## src/hw/IntExecPkg.sv

```systemverilog
// ********************************************************************
// Integer execution package
// Widths, depths, opcode enums and the op and result structs shared
// by the register read, queue and execution blocks
// ********************************************************************

package IntExecPkg;

    // Datapath and register file sizes
    localparam int DATA_WIDTH      = 32;
    localparam int REG_NUM         = 16;
    localparam int REG_IDX_WIDTH   = 4;
    localparam int SHIFT_AMT_WIDTH = 5;

    // Execution queue geometry
    localparam int QUEUE_DEPTH     = 4;
    localparam int QUEUE_PTR_WIDTH = $clog2(QUEUE_DEPTH);
    localparam int QUEUE_CNT_WIDTH = $clog2(QUEUE_DEPTH + 1);

    // Fall-through step of the PC
    localparam int INSN_BYTES      = 4;

    typedef logic [DATA_WIDTH-1:0]    DataPath;
    typedef logic [REG_IDX_WIDTH-1:0] RegIdx;

    typedef enum logic [2:0] {
        INT_OP_ALU    = 3'd0,
        INT_OP_SHIFT  = 3'd1,
        INT_OP_BR     = 3'd2,
        INT_OP_JALR   = 3'd3,
        INT_OP_SELECT = 3'd4
    } IntOpType;

    typedef enum logic [3:0] {
        ALU_ADD  = 4'd0,
        ALU_SUB  = 4'd1,
        ALU_AND  = 4'd2,
        ALU_OR   = 4'd3,
        ALU_XOR  = 4'd4,
        ALU_SLT  = 4'd5,
        ALU_SLTU = 4'd6,
        ALU_SLL  = 4'd7,
        ALU_SRL  = 4'd8,
        ALU_SRA  = 4'd9
    } IntAluCode;

    typedef enum logic [2:0] {
        COND_EQ  = 3'd0,
        COND_NE  = 3'd1,
        COND_LT  = 3'd2,
        COND_LTU = 3'd3,
        COND_GE  = 3'd4,
        COND_GEU = 3'd5,
        COND_AL  = 3'd6
    } CondCode;

    // Op as it arrives from outside
    typedef struct packed {
        IntOpType  opType;
        IntAluCode aluCode;
        CondCode   cond;
        RegIdx     srcA;
        RegIdx     srcB;
        logic      useImmB;
        DataPath   imm;
        RegIdx     dst;
        logic      writeDst;
        DataPath   pc;
        logic      predTaken;
        DataPath   predAddr;
    } IssueOp;

    // Op with its operands, immediate already folded into opB
    typedef struct packed {
        IntOpType  opType;
        IntAluCode aluCode;
        CondCode   cond;
        DataPath   imm;
        RegIdx     dst;
        logic      writeDst;
        DataPath   pc;
        logic      predTaken;
        DataPath   predAddr;
        DataPath   opA;
        DataPath   opB;
    } ReadOp;

    typedef struct packed {
        RegIdx     dst;
        logic      writeDst;
        DataPath   data;
        DataPath   pc;
        logic      isBranch;
        logic      taken;
        DataPath   nextAddr;
        logic      mispred;
    } ExecResult;

endpackage

```

## src/hw/ExecQueue.sv

```systemverilog
// ********************************************************************
// Execution queue
// Four-entry circular FIFO of read ops, valid/ready on both sides
// ********************************************************************

module ExecQueue (
    input  logic              clk,
    input  logic              rstN,
    input  logic              inValid,
    input  IntExecPkg::ReadOp inOp,
    output logic              inReady,
    output logic              outValid,
    output IntExecPkg::ReadOp outOp,
    input  logic              outReady
);
    import IntExecPkg::*;

    ReadOp                      mem [QUEUE_DEPTH];
    logic [QUEUE_PTR_WIDTH-1:0] wrPtr;
    logic [QUEUE_PTR_WIDTH-1:0] rdPtr;
    logic [QUEUE_CNT_WIDTH-1:0] count;
    logic                       push;
    logic                       pop;

    assign inReady  = (count != QUEUE_CNT_WIDTH'(QUEUE_DEPTH));
    assign outValid = (count != '0);
    assign outOp    = mem[rdPtr];

    assign push = inValid && inReady;
    assign pop  = outValid && outReady;

    // Pointers wrap naturally since the depth is a power of two
    always_ff @(posedge clk or negedge rstN) begin
        if (!rstN) begin
            wrPtr <= '0;
            rdPtr <= '0;
            count <= '0;
        end else begin
            if (push) begin
                wrPtr <= wrPtr + 1'b1;
            end
            if (pop) begin
                rdPtr <= rdPtr + 1'b1;
            end
            if (push && !pop) begin
                count <= count + 1'b1;
            end else if (pop && !push) begin
                count <= count - 1'b1;
            end
        end
    end

    always_ff @(posedge clk) begin
        if (push) begin
            mem[wrPtr] <= inOp;
        end
    end

    assert property (@(posedge clk) disable iff (!rstN)
        count <= QUEUE_CNT_WIDTH'(QUEUE_DEPTH));

endmodule

```

## src/hw/IntAlu.sv

```systemverilog
// ********************************************************************
// Integer ALU
// Add, subtract, logic, set-less-than and the three shifts
// ********************************************************************

module IntAlu (
    input  IntExecPkg::IntAluCode aluCode,
    input  IntExecPkg::DataPath   opA,
    input  IntExecPkg::DataPath   opB,
    output IntExecPkg::DataPath   result
);
    import IntExecPkg::*;

    logic [SHIFT_AMT_WIDTH-1:0] shamt;
    logic                       ltSigned;
    logic                       ltUnsigned;

    // Upper bits of opB are ignored by the shifts
    assign shamt      = opB[SHIFT_AMT_WIDTH-1:0];
    assign ltSigned   = ($signed(opA) < $signed(opB));
    assign ltUnsigned = (opA < opB);

    always_comb begin
        case (aluCode)
            ALU_ADD: begin
                result = opA + opB;
            end
            ALU_SUB: begin
                result = opA - opB;
            end
            ALU_AND: begin
                result = opA & opB;
            end
            ALU_OR: begin
                result = opA | opB;
            end
            ALU_XOR: begin
                result = opA ^ opB;
            end
            ALU_SLT: begin
                result = DataPath'(ltSigned);
            end
            ALU_SLTU: begin
                result = DataPath'(ltUnsigned);
            end
            ALU_SLL: begin
                result = opA << shamt;
            end
            ALU_SRL: begin
                result = opA >> shamt;
            end
            ALU_SRA: begin
                result = DataPath'($signed(opA) >>> shamt);
            end
            default: begin
                result = '0;
            end
        endcase
    end

endmodule

```

## src/hw/IntExecStage.sv

```systemverilog
// ********************************************************************
// Integer execution stage
// Result select, branch resolution and misprediction check, with a
// one-entry output register that also drives writeback
// ********************************************************************

module IntExecStage (
    input  logic                  clk,
    input  logic                  rstN,
    input  logic                  headValid,
    input  IntExecPkg::ReadOp     headOp,
    output logic                  headReady,
    output logic                  resValid,
    output IntExecPkg::ExecResult res,
    input  logic                  resReady,
    output logic                  wbValid,
    output IntExecPkg::RegIdx     wbDst,
    output IntExecPkg::DataPath   wbData
);
    import IntExecPkg::*;

    function automatic logic condHolds(CondCode cond, DataPath a, DataPath b);
        logic holds;
        case (cond)
            COND_EQ:  holds = (a == b);
            COND_NE:  holds = (a != b);
            COND_LT:  holds = ($signed(a) < $signed(b));
            COND_LTU: holds = (a < b);
            COND_GE:  holds = ($signed(a) >= $signed(b));
            COND_GEU: holds = (a >= b);
            default:  holds = 1'b1;
        endcase
        return holds;
    endfunction

    DataPath   aluResult;
    logic      condOk;
    logic      isBranch;
    logic      taken;
    DataPath   fallThrough;
    DataPath   target;
    ExecResult nextRes;
    logic      load;

    IntAlu alu (
        .aluCode (headOp.aluCode),
        .opA     (headOp.opA),
        .opB     (headOp.opB),
        .result  (aluResult)
    );

    always_comb begin
        condOk      = condHolds(headOp.cond, headOp.opA, headOp.opB);
        fallThrough = headOp.pc + DataPath'(INSN_BYTES);
        isBranch    = (headOp.opType == INT_OP_BR) || (headOp.opType == INT_OP_JALR);

        // JALR always jumps, BR follows its condition
        taken = (headOp.opType == INT_OP_JALR) || ((headOp.opType == INT_OP_BR) && condOk);

        if (headOp.opType == INT_OP_JALR) begin
            target = (headOp.opA + headOp.imm) & ~DataPath'(1);
        end else begin
            target = headOp.pc + headOp.imm;
        end

        nextRes.dst      = headOp.dst;
        nextRes.writeDst = headOp.writeDst;
        nextRes.pc       = headOp.pc;
        nextRes.isBranch = isBranch;
        nextRes.taken    = taken;
        nextRes.nextAddr = taken ? target : fallThrough;

        case (headOp.opType)
            INT_OP_ALU, INT_OP_SHIFT: nextRes.data = aluResult;
            INT_OP_BR, INT_OP_JALR:   nextRes.data = fallThrough;
            default:                  nextRes.data = condOk ? headOp.opA : headOp.opB;
        endcase

        // Wrong direction, or right direction but wrong target
        nextRes.mispred = isBranch &&
            ((headOp.predTaken != taken) ||
             (taken && (headOp.predAddr != nextRes.nextAddr)));
    end

    assign headReady = !resValid || resReady;
    assign load      = headValid && headReady;

    always_ff @(posedge clk or negedge rstN) begin
        if (!rstN) begin
            resValid <= 1'b0;
        end else if (load) begin
            resValid <= 1'b1;
        end else if (resReady) begin
            resValid <= 1'b0;
        end
    end

    always_ff @(posedge clk) begin
        if (load) begin
            res <= nextRes;
        end
    end

    // Writeback rides on the output handshake
    assign wbValid = resValid && resReady && res.writeDst;
    assign wbDst   = res.dst;
    assign wbData  = res.data;

    assert property (@(posedge clk) disable iff (!rstN)
        (resValid && !resReady) |=> (resValid && $stable(res)));

endmodule

```

## src/hw/IntExecTop.sv

```systemverilog
// ********************************************************************
// Integer execution subsystem top
// Register read stage, execution queue and execution stage
// ********************************************************************

module IntExecTop (
    input  logic                  clk,
    input  logic                  rstN,
    input  logic                  opValid,
    input  IntExecPkg::IssueOp    op,
    output logic                  opReady,
    output logic                  resValid,
    output IntExecPkg::ExecResult res,
    input  logic                  resReady
);
    import IntExecPkg::*;

    logic    readValid;
    logic    readReady;
    ReadOp   readOp;

    logic    headValid;
    logic    headReady;
    ReadOp   headOp;

    // Writeback path back to the register file
    logic    wbValid;
    RegIdx   wbDst;
    DataPath wbData;

    IntRegReadStage regRead (
        .clk       (clk),
        .rstN      (rstN),
        .opValid   (opValid),
        .op        (op),
        .opReady   (opReady),
        .readValid (readValid),
        .readOp    (readOp),
        .readReady (readReady),
        .wbValid   (wbValid),
        .wbDst     (wbDst),
        .wbData    (wbData)
    );

    ExecQueue queue (
        .clk      (clk),
        .rstN     (rstN),
        .inValid  (readValid),
        .inOp     (readOp),
        .inReady  (readReady),
        .outValid (headValid),
        .outOp    (headOp),
        .outReady (headReady)
    );

    IntExecStage exec (
        .clk       (clk),
        .rstN      (rstN),
        .headValid (headValid),
        .headOp    (headOp),
        .headReady (headReady),
        .resValid  (resValid),
        .res       (res),
        .resReady  (resReady),
        .wbValid   (wbValid),
        .wbDst     (wbDst),
        .wbData    (wbData)
    );

endmodule

```

## src/hw/IntRegReadStage.sv

```systemverilog
// ********************************************************************
// Integer register read stage
// Register file, busy-bit scoreboard and operand read feeding a
// one-entry output register
// ********************************************************************

module IntRegReadStage (
    input  logic                clk,
    input  logic                rstN,
    input  logic                opValid,
    input  IntExecPkg::IssueOp  op,
    output logic                opReady,
    output logic                readValid,
    output IntExecPkg::ReadOp   readOp,
    input  logic                readReady,
    input  logic                wbValid,
    input  IntExecPkg::RegIdx   wbDst,
    input  IntExecPkg::DataPath wbData
);
    import IntExecPkg::*;

    DataPath            regFile [REG_NUM];
    logic [REG_NUM-1:0] busy;

    logic    srcABusy;
    logic    srcBBusy;
    logic    outFree;
    logic    accept;
    DataPath srcAVal;
    DataPath srcBVal;
    ReadOp   nextRead;

    // Only registered busy bits count, so a dependent op waits one edge
    // past its producer's writeback
    assign srcABusy = busy[op.srcA];
    assign srcBBusy = !op.useImmB && busy[op.srcB];
    assign outFree  = !readValid || readReady;
    assign opReady  = !srcABusy && !srcBBusy && outFree;
    assign accept   = opValid && opReady;

    always_comb begin
        srcAVal = (op.srcA == '0) ? '0 : regFile[op.srcA];
        srcBVal = (op.srcB == '0) ? '0 : regFile[op.srcB];

        nextRead.opType    = op.opType;
        nextRead.aluCode   = op.aluCode;
        nextRead.cond      = op.cond;
        nextRead.imm       = op.imm;
        nextRead.dst       = op.dst;
        nextRead.writeDst  = op.writeDst;
        nextRead.pc        = op.pc;
        nextRead.predTaken = op.predTaken;
        nextRead.predAddr  = op.predAddr;
        nextRead.opA       = srcAVal;
        nextRead.opB       = op.useImmB ? op.imm : srcBVal;
    end

    // Register file and scoreboard
    always_ff @(posedge clk or negedge rstN) begin
        if (!rstN) begin
            for (int i = 0; i < REG_NUM; i++) begin
                regFile[i] <= '0;
            end
            busy <= '0;
        end else begin
            if (wbValid && wbDst != '0) begin
                regFile[wbDst] <= wbData;
                busy[wbDst]    <= 1'b0;
            end
            // Set after clear so a same-edge reuse of dst stays busy
            if (accept && op.writeDst && op.dst != '0) begin
                busy[op.dst] <= 1'b1;
            end
        end
    end

    always_ff @(posedge clk or negedge rstN) begin
        if (!rstN) begin
            readValid <= 1'b0;
        end else if (accept) begin
            readValid <= 1'b1;
        end else if (readReady) begin
            readValid <= 1'b0;
        end
    end

    always_ff @(posedge clk) begin
        if (accept) begin
            readOp <= nextRead;
        end
    end

    // Writeback must retire an op that this stage marked busy
    assert property (@(posedge clk) disable iff (!rstN)
        (wbValid && wbDst != '0) |-> busy[wbDst]);

    // No second producer for a register still in flight
    assert property (@(posedge clk) disable iff (!rstN)
        (accept && op.writeDst && op.dst != '0)
            |-> (!busy[op.dst] || (wbValid && wbDst == op.dst)));

endmodule

```

## config.mk

```make
export PLATFORM = sky130hd
export DESIGN_NAME = IntExecTop
export DESIGN_NICKNAME = d
export VERILOG_FILES = /design/src/hw/IntExecPkg.sv /design/src/hw/ExecQueue.sv /design/src/hw/IntAlu.sv /design/src/hw/IntExecStage.sv /design/src/hw/IntExecTop.sv /design/src/hw/IntRegReadStage.sv
export SDC_FILE = /design/constraint.sdc
export NUM_CORES = 2
export LEC_CHECK = 0
export BUFFER_PORTS_ARGS = -buffer_cell sky130_fd_sc_hd__buf_2
export CAP_MARGIN = 10
export CORE_UTILIZATION = 50
export CTS_BUF_LIST = sky130_fd_sc_hd__clkbuf_4 sky130_fd_sc_hd__clkbuf_8
export CTS_CLUSTER_SIZE = 25
export DETAILED_ROUTE_END_ITERATION = 8
export GPL_ROUTABILITY_DRIVEN = 1
export PLACE_DENSITY_LB_ADDON = 0.15
export SLEW_MARGIN = 20
export SYNTH_ARGS = -nofsm -noshare
export SYNTH_HDL_FRONTEND = slang
export SYNTH_SLANG_ARGS = --single-unit
```

## constraint.sdc

```tcl
create_clock -name clk -period 7.6 [get_ports clk]
set_input_delay 0.76 -clock clk [delete_from_list [all_inputs] [get_ports clk]]
set_output_delay 0.76 -clock clk [all_outputs]
set_load 0.01 [all_outputs]
```

Word level (Yosys, flattened, before mapping)
Memories as Yosys holds them, arrays and structs flattened.
Index checks and enable logic that the tools add are counted.
{"block": "totals", "regBits": 817, "latch_bits": 0, "ram_bits": 704, "mem_bits_ro": 0, "input_bits": 125, "wordCells": 178, "n_memories": 1}
{"name": "queue.mem", "words": 4, "width": 176, "read_ports": 1, "rd_ports_with_merged_regs": 0, "wr": 1, "line_no": "ExecQueue.sv:18", "text": "ReadOp mem [QUEUE_DEPTH];"}
{"block": "op_classes", "n_addsub": 9, "mul": 0, "n_div": 0, "magnitude_cmp": 14, "eq_ne": 22, "shifts": 3, "n_mux": 35, "bitwise_logic": 9, "reduce_logical": 44}
{"cell": "bitwise mux 512 bit", "n": 1}
{"cell": "2-to-1 mux 32 bit", "n": 10}
{"cell": "case mux 32 bit (10 select lines)", "n": 1}
{"cell": "binary-select mux 32 bit (select 4 bit)", "n": 2}
{"cell": "demux 32 bit (select 4 bit)", "n": 1}
{"cell": "adder 32 bit", "n": 3}
{"cell": ">= comparator 32 bit", "n": 2}
{"cell": "< comparator 32 bit", "n": 2}
{"cell": "inequality test 32 bit", "n": 2}
{"cell": "case mux 32 bit (2 select lines)", "n": 1}
{"cell": "adder 32 x 3 -> 32 bit (second input constant)", "n": 1}
{"cell": "AND 32 bit", "n": 1}
{"cell": "equality test 32 bit", "n": 1}
{"cell": "2-to-1 mux 16 bit", "n": 2}
{"cell": "OR 32 bit", "n": 1}
{"cell": "<< shifter 32 x 5 -> 32 bit", "n": 1}
{"cell": ">> shifter 32 x 5 -> 32 bit", "n": 1}
{"cell": ">>> shifter 32 x 5 -> 32 bit", "n": 1}
{"cell": "subtractor 32 bit", "n": 1}
{"cell": "bitwise XOR 32 bit", "n": 1}
{"cell": "< comparator 4 x 5 -> 1 bit (second input constant)", "n": 4}
{"cell": "logical AND 1 bit", "n": 19}
{"cell": "AND 16 bit", "n": 1}
{"cell": "equality test 4 x 3 -> 1 bit (second input constant)", "n": 4}
{"cell": "30 further kinds", "n": 72}

Longest topological paths before layout
{"block": "logic_depth", "depth_word": 10, "ltp_mapped": 31, "ltp_nobuf": 21}

Hierarchy
From an unflattened synthesis, not the netlist that was laid out.
{"block": "hier_totals", "cells_unflattened": 5386, "area_unflattened_um2": 78210.0}
{"mod": "IntRegReadStage", "n_inst": 1, "cells_per_inst": 1939, "area_each_um2": 33404.5, "seq_area_each_um2": 18522.8}
{"mod": "ExecQueue", "n_inst": 1, "cells_per_inst": 955, "area_each_um2": 25798.5, "seq_area_each_um2": 21315.4}
{"mod": "IntExecStage", "n_inst": 1, "cells_per_inst": 1273, "area_each_um2": 10794.1, "seq_area_each_um2": 3148.0}
{"mod": "IntAlu", "n_inst": 1, "cells_per_inst": 1219, "area_each_um2": 8212.9, "seq_area_each_um2": 0.0}

Worst setup path before layout
OpenSTA, ideal clock, no wires.
{"block": "synth_timing", "path_type": "input-to-reg", "startpoint": "in op[107] in the netlist's numbering", "endpoint": "reg regRead.busy[13]", "setup_time_ns": 0.115, "arrival_ns": 8.599, "slack_ns": -1.114, "cell_stages": 9, "path_cell_list": "clkbuf_1 -> mux4_2 -> mux4_2 -> a31o_2 -> a21oi_1 -> and2_1 -> clkbuf_1 -> nand4b_1 -> o21ai_0"}
{"block": "synth_via", "elab_chain_cells": 9}
{"item": "start, declared", "line_no": "IntExecTop.sv:10", "text": "input IntExecPkg::IssueOp op,"}
{"item": "binary-select mux 1 bit (select 4 bit)", "line_no": "IntRegReadStage.sv:35", "text": "assign srcABusy = busy[op.srcA];"}
{"item": "2-to-1 mux 1 bit (not written as such)", "line_no": "IntRegReadStage.sv:35"}
{"item": "zero test 1 bit", "line_no": "IntRegReadStage.sv:38", "text": "assign opReady = !srcABusy && !srcBBusy && outFree;"}
{"item": "logical AND 1 bit (2 in series)", "line_no": "IntRegReadStage.sv:38"}
{"item": "named net opReady", "line_no": "IntExecTop.sv:11", "text": "output logic opReady,"}
{"item": "logical AND 1 bit", "line_no": "IntRegReadStage.sv:39", "text": "assign accept = opValid && opReady;"}
{"item": "named net regRead.accept", "line_no": "IntRegReadStage.sv:28", "text": "logic accept;"}
{"item": "logical AND 1 bit (2 in series)", "line_no": "IntRegReadStage.sv:71", "text": "if (accept && op.writeDst && op.dst != '0) begin"}
{"item": "2-to-1 mux 16 bit", "line_no": "IntRegReadStage.sv:71"}
{"item": "end signal, assigned", "line_no": "IntRegReadStage.sv:64", "text": "busy <= '0;"}
{"item": "end signal, assigned by index", "line_no": "IntRegReadStage.sv:68", "text": "busy[wbDst] <= 1'b0;"}
{"item": "end signal, assigned by index", "line_no": "IntRegReadStage.sv:72", "text": "busy[op.dst] <= 1'b1;"}
{"item": "end, declared", "line_no": "IntRegReadStage.sv:23", "text": "logic [REG_NUM-1:0] busy;"}
The timed path passes the listed nets, and every way through them passes these cells. The select of a mux whose other input is x is not followed.
A chain may end at the register's enable or synchronous reset.

==> out/metrics.yaml <==
setup_path:
  crit_type: "reg -> reg"
  r2r_slack_ns: 0.31
  startpoint: "queue.rdPtr[0]"
  endpoint_kind: "register"
  r2r_cells: 18
  r2r-start: "queue.rdPtr[0]"
  reg2reg_to: "exec.res[0]"
  required_ns: 8.28
  startpoint_type: "register"
  arrival_ns: 7.98
  cp_max_fo: 29
global_routing:
  grt_pass1_vias: 48600
  track_usage_pct: 31.7
  antenna_found_initial: 18
  grt_pass1_wl_um: 347000
  grt_max_degree: 144
  grt_overflow: 0
timing:
  fin_skew_ns: 0.0773
  rsz0062_at_grt: "false"
  post-route-period-util_pct: 96.0
  period_minus_slack_ns: 7.29
  slew-limit-headroom_pct: 14.0
  fmax_ghz: 0.137
  drv_slew: 0
  setup_viol: 0
  hold_violations: 0
  tns_ns: 0
  tightest_slew_ns: 1.28
placed_design:
  hpwl_um: 162000
  gp_congestion: 1.03
  io_buffer_count: 230
yosys:
  synth_top_area_share_pct: 39.3
  postSynthNetCount: 5413
  ys_types: 100
  synthTopCellsByArea: "edfxtp_1, dfrtp_1, mux4_2"
  syn_avg_cell_area_um2: 14.7
  ys_seq_elements: 1521
  synth_edf_count: 984
  syn_area_um2: 75100
  synthArstFlopShare_pct: 35.3
  ys.flop_type: "edfxtp_1"
  yosysSeqAreaShare_pct: 57.2
  ys_warn_count: 0
  synth.largest_area_cell: "edfxtp_1"
  synth_cells: 5119
die:
  io_pins: 231
  coreArea_um2: 148000
  die-area_um2: 152000
  rows: 141
  die_h_um: 390
  start_util_pct: 50.6
  die_w_um: 390
layout:
  area_growth_pct: 13.1
  fillers: 11749
  multiInputGateArea_um2: 30200
  finalNetCount: 5774
  seqCellArea_um2: 43000
  drive_gt1_share_pct: 32.7
clocking:
  post_cts_buffers: 0
  htree_num_levels: 5
  clkLatencyLatePin_ns: 0.98
  root_buffer: "clkbuf_8"
  clk_pin_slew_ns: 0.06
  clockBufferDepth: 4
  cts_buffers: 276
  cts_tree: "done"
  clock_sinks: 1521
detailed_routing:
  met3_length_um: 18700
  drtIter0Drc: 5195
  wirelength_um: 241000
  drcViolationCount: 0
  drt-met1-wl_um: 98400
  post_drt_via_cell_ratio: 6.34
  firstDrtPassIters: 8
  wl_met2_um: 112000
  ant_nets: 0
  top_layer: "met5"
  routedWlPerCell_um: 31.3
  vias: 48695
hold_path:
  hold_class: "in -> reg"
  hold_path_end: "regRead.readOp[98]"
  hp-start: "op[34]"
  hold_path_depth: 1
outcome:
  status: "finished clean"
job:
  maxCapViolations: 0
==> registers in the layout (all words and copies together), names as in the netlist <==
| name | flops |
|---|---|
| exec.res | 68 |
| regRead.busy | 16 |
| exec.wbDst | 4 |
| queue.count | 3 |
| exec.wbData | 32 |
| exec.resValid | 1 |
| queue.mem | 704 |
| regRead.readValid | 1 |
| queue.rdPtr | 2 |
| queue.wrPtr | 2 |
| regRead.regFile | 512 |
| regRead.readOp | 176 |
==> placed cells by master, fill, tap and decap left out, drive strengths merged, types with 27 or more instances in the layout <==
master / n
xor2: 54
a21oi: 293
o21ai: 232
inv: 161
ha: 164
nand2: 247
clkinv: 56
o22ai: 37
o211ai: 35
nor2b: 47
mux2i: 31
a211oi: 45
clkbuf: 398
mux2: 500
dlygate4sd3: 99
xnor2: 85
dfrtp: 537
buf: 344
nand3: 43
a21o: 35
edfxtp: 984
mux4: 500
nor3: 57
o221ai: 27
nor2: 304
==> layer usage <==
layer	vias to the layer above	GRT usage, %
met1	25307	43.3
met4	2	14.0
met3	562	6.27
met2	2232	49.6
li1	20592	-
met5	-	0
==> worst max-delay path, cell delays in order, from the launching register on <==
cell and delay [ns]:
dfrtp_4 0.82, buf_4 0.39, mux4_2 0.64, inv_1 0.12
ha_1 0.36, nor4_2 0.50, nand2_1 0.11, a211oi_1 0.76
o31ai_1 0.25, and4_1 0.23, nor2_1 0.33, o21a_2 0.59
nor2_1 0.25, o31ai_1 0.46, xnor2_1 0.17, o2111ai_1 0.12
or4b_1 0.53, nor4_1 0.28, nor2_1 0.06
==> cells by family (layout without fill, tap and decap cells) <==
group	after synthesis	count (layout)	share of synthesized area, %
fa+ha+maj	169	169	2.86
simple gates	845	845	5.18
mux	1031	1031	22.9
other cells	0	5	0
buf+inv	524	1078	2.82
compound gates	890	890	7.41
flops	1521	1521	57.2
xor+xnor	139	139	1.62
==> cell usage after synthesis, drive strengths merged (31+ instances only) <==
cell type	n
ha	164
a211oi	45
nand3	43
a21o	35
mux4	500
buf	130
o22ai	37
o21ai	232
mux2	500
nor3	57
xnor2	85
nor2b	47
a21oi	293
dfrtp	537
clkbuf	232
mux2i	31
edfxtp	984
o211ai	35
xor2	54
nor2	304
inv	161
nand2	247
==> worst max-delay path by stage <==
stage                      to  slack (ns)
3_3_place_gp      exec.res[0]        0.59
6_report          exec.res[0]        0.31
4_1_cts           exec.res[0]        0.49
3_5_place_dp      exec.res[0]        0.53
5_1_grt           exec.res[0]        0.07
2_1_floorplan  queue.count[1]        0.18
==> final cells by class <==
class	instances	share of cell area [%]
Sequential cell	1521	50.6
Multi-Input combinational cell	3074	35.5
Clock buffer	396	5.71
Timing Repair Buffer	445	3.79
Tap cell	2002	2.95
Clock inverter	75	0.715
Inverter	162	0.715
Antenna cell	5	0.0147
==> metrics by stage <==
| step | cell area, µm² | cells | setup WS (ns) | util, % | hold WS [ns] |
|---|---|---|---|---|---|
| after floorplan | 75100 | 5119 | 0.179 | - | 0.441 |
| after global placement | 78500 | 7105 | 0.595 | 52.9 | 0.376 |
| after detailed placement | 78500 | 7105 | 0.530 | 52.9 | 0.383 |
| after CTS | 85000 | 7675 | 0.485 | 57.3 | 0.00542 |
| after global routing | 85000 | 7677 | 0.0664 | 57.3 | 0.0110 |
| final | 85000 | 7680 | 0.305 | 57.3 | 0.0672 |
==> repair_timing <==
action | in CTS | in global routing
hold endpoints to repair | 162 | 0
hold buffers | 99 | 0
gates resized for setup | 0 | 0
Power is left out: the tool's default activity adds up to more than one toggle a clock period on the data nets, which glitch-free logic cannot reach.
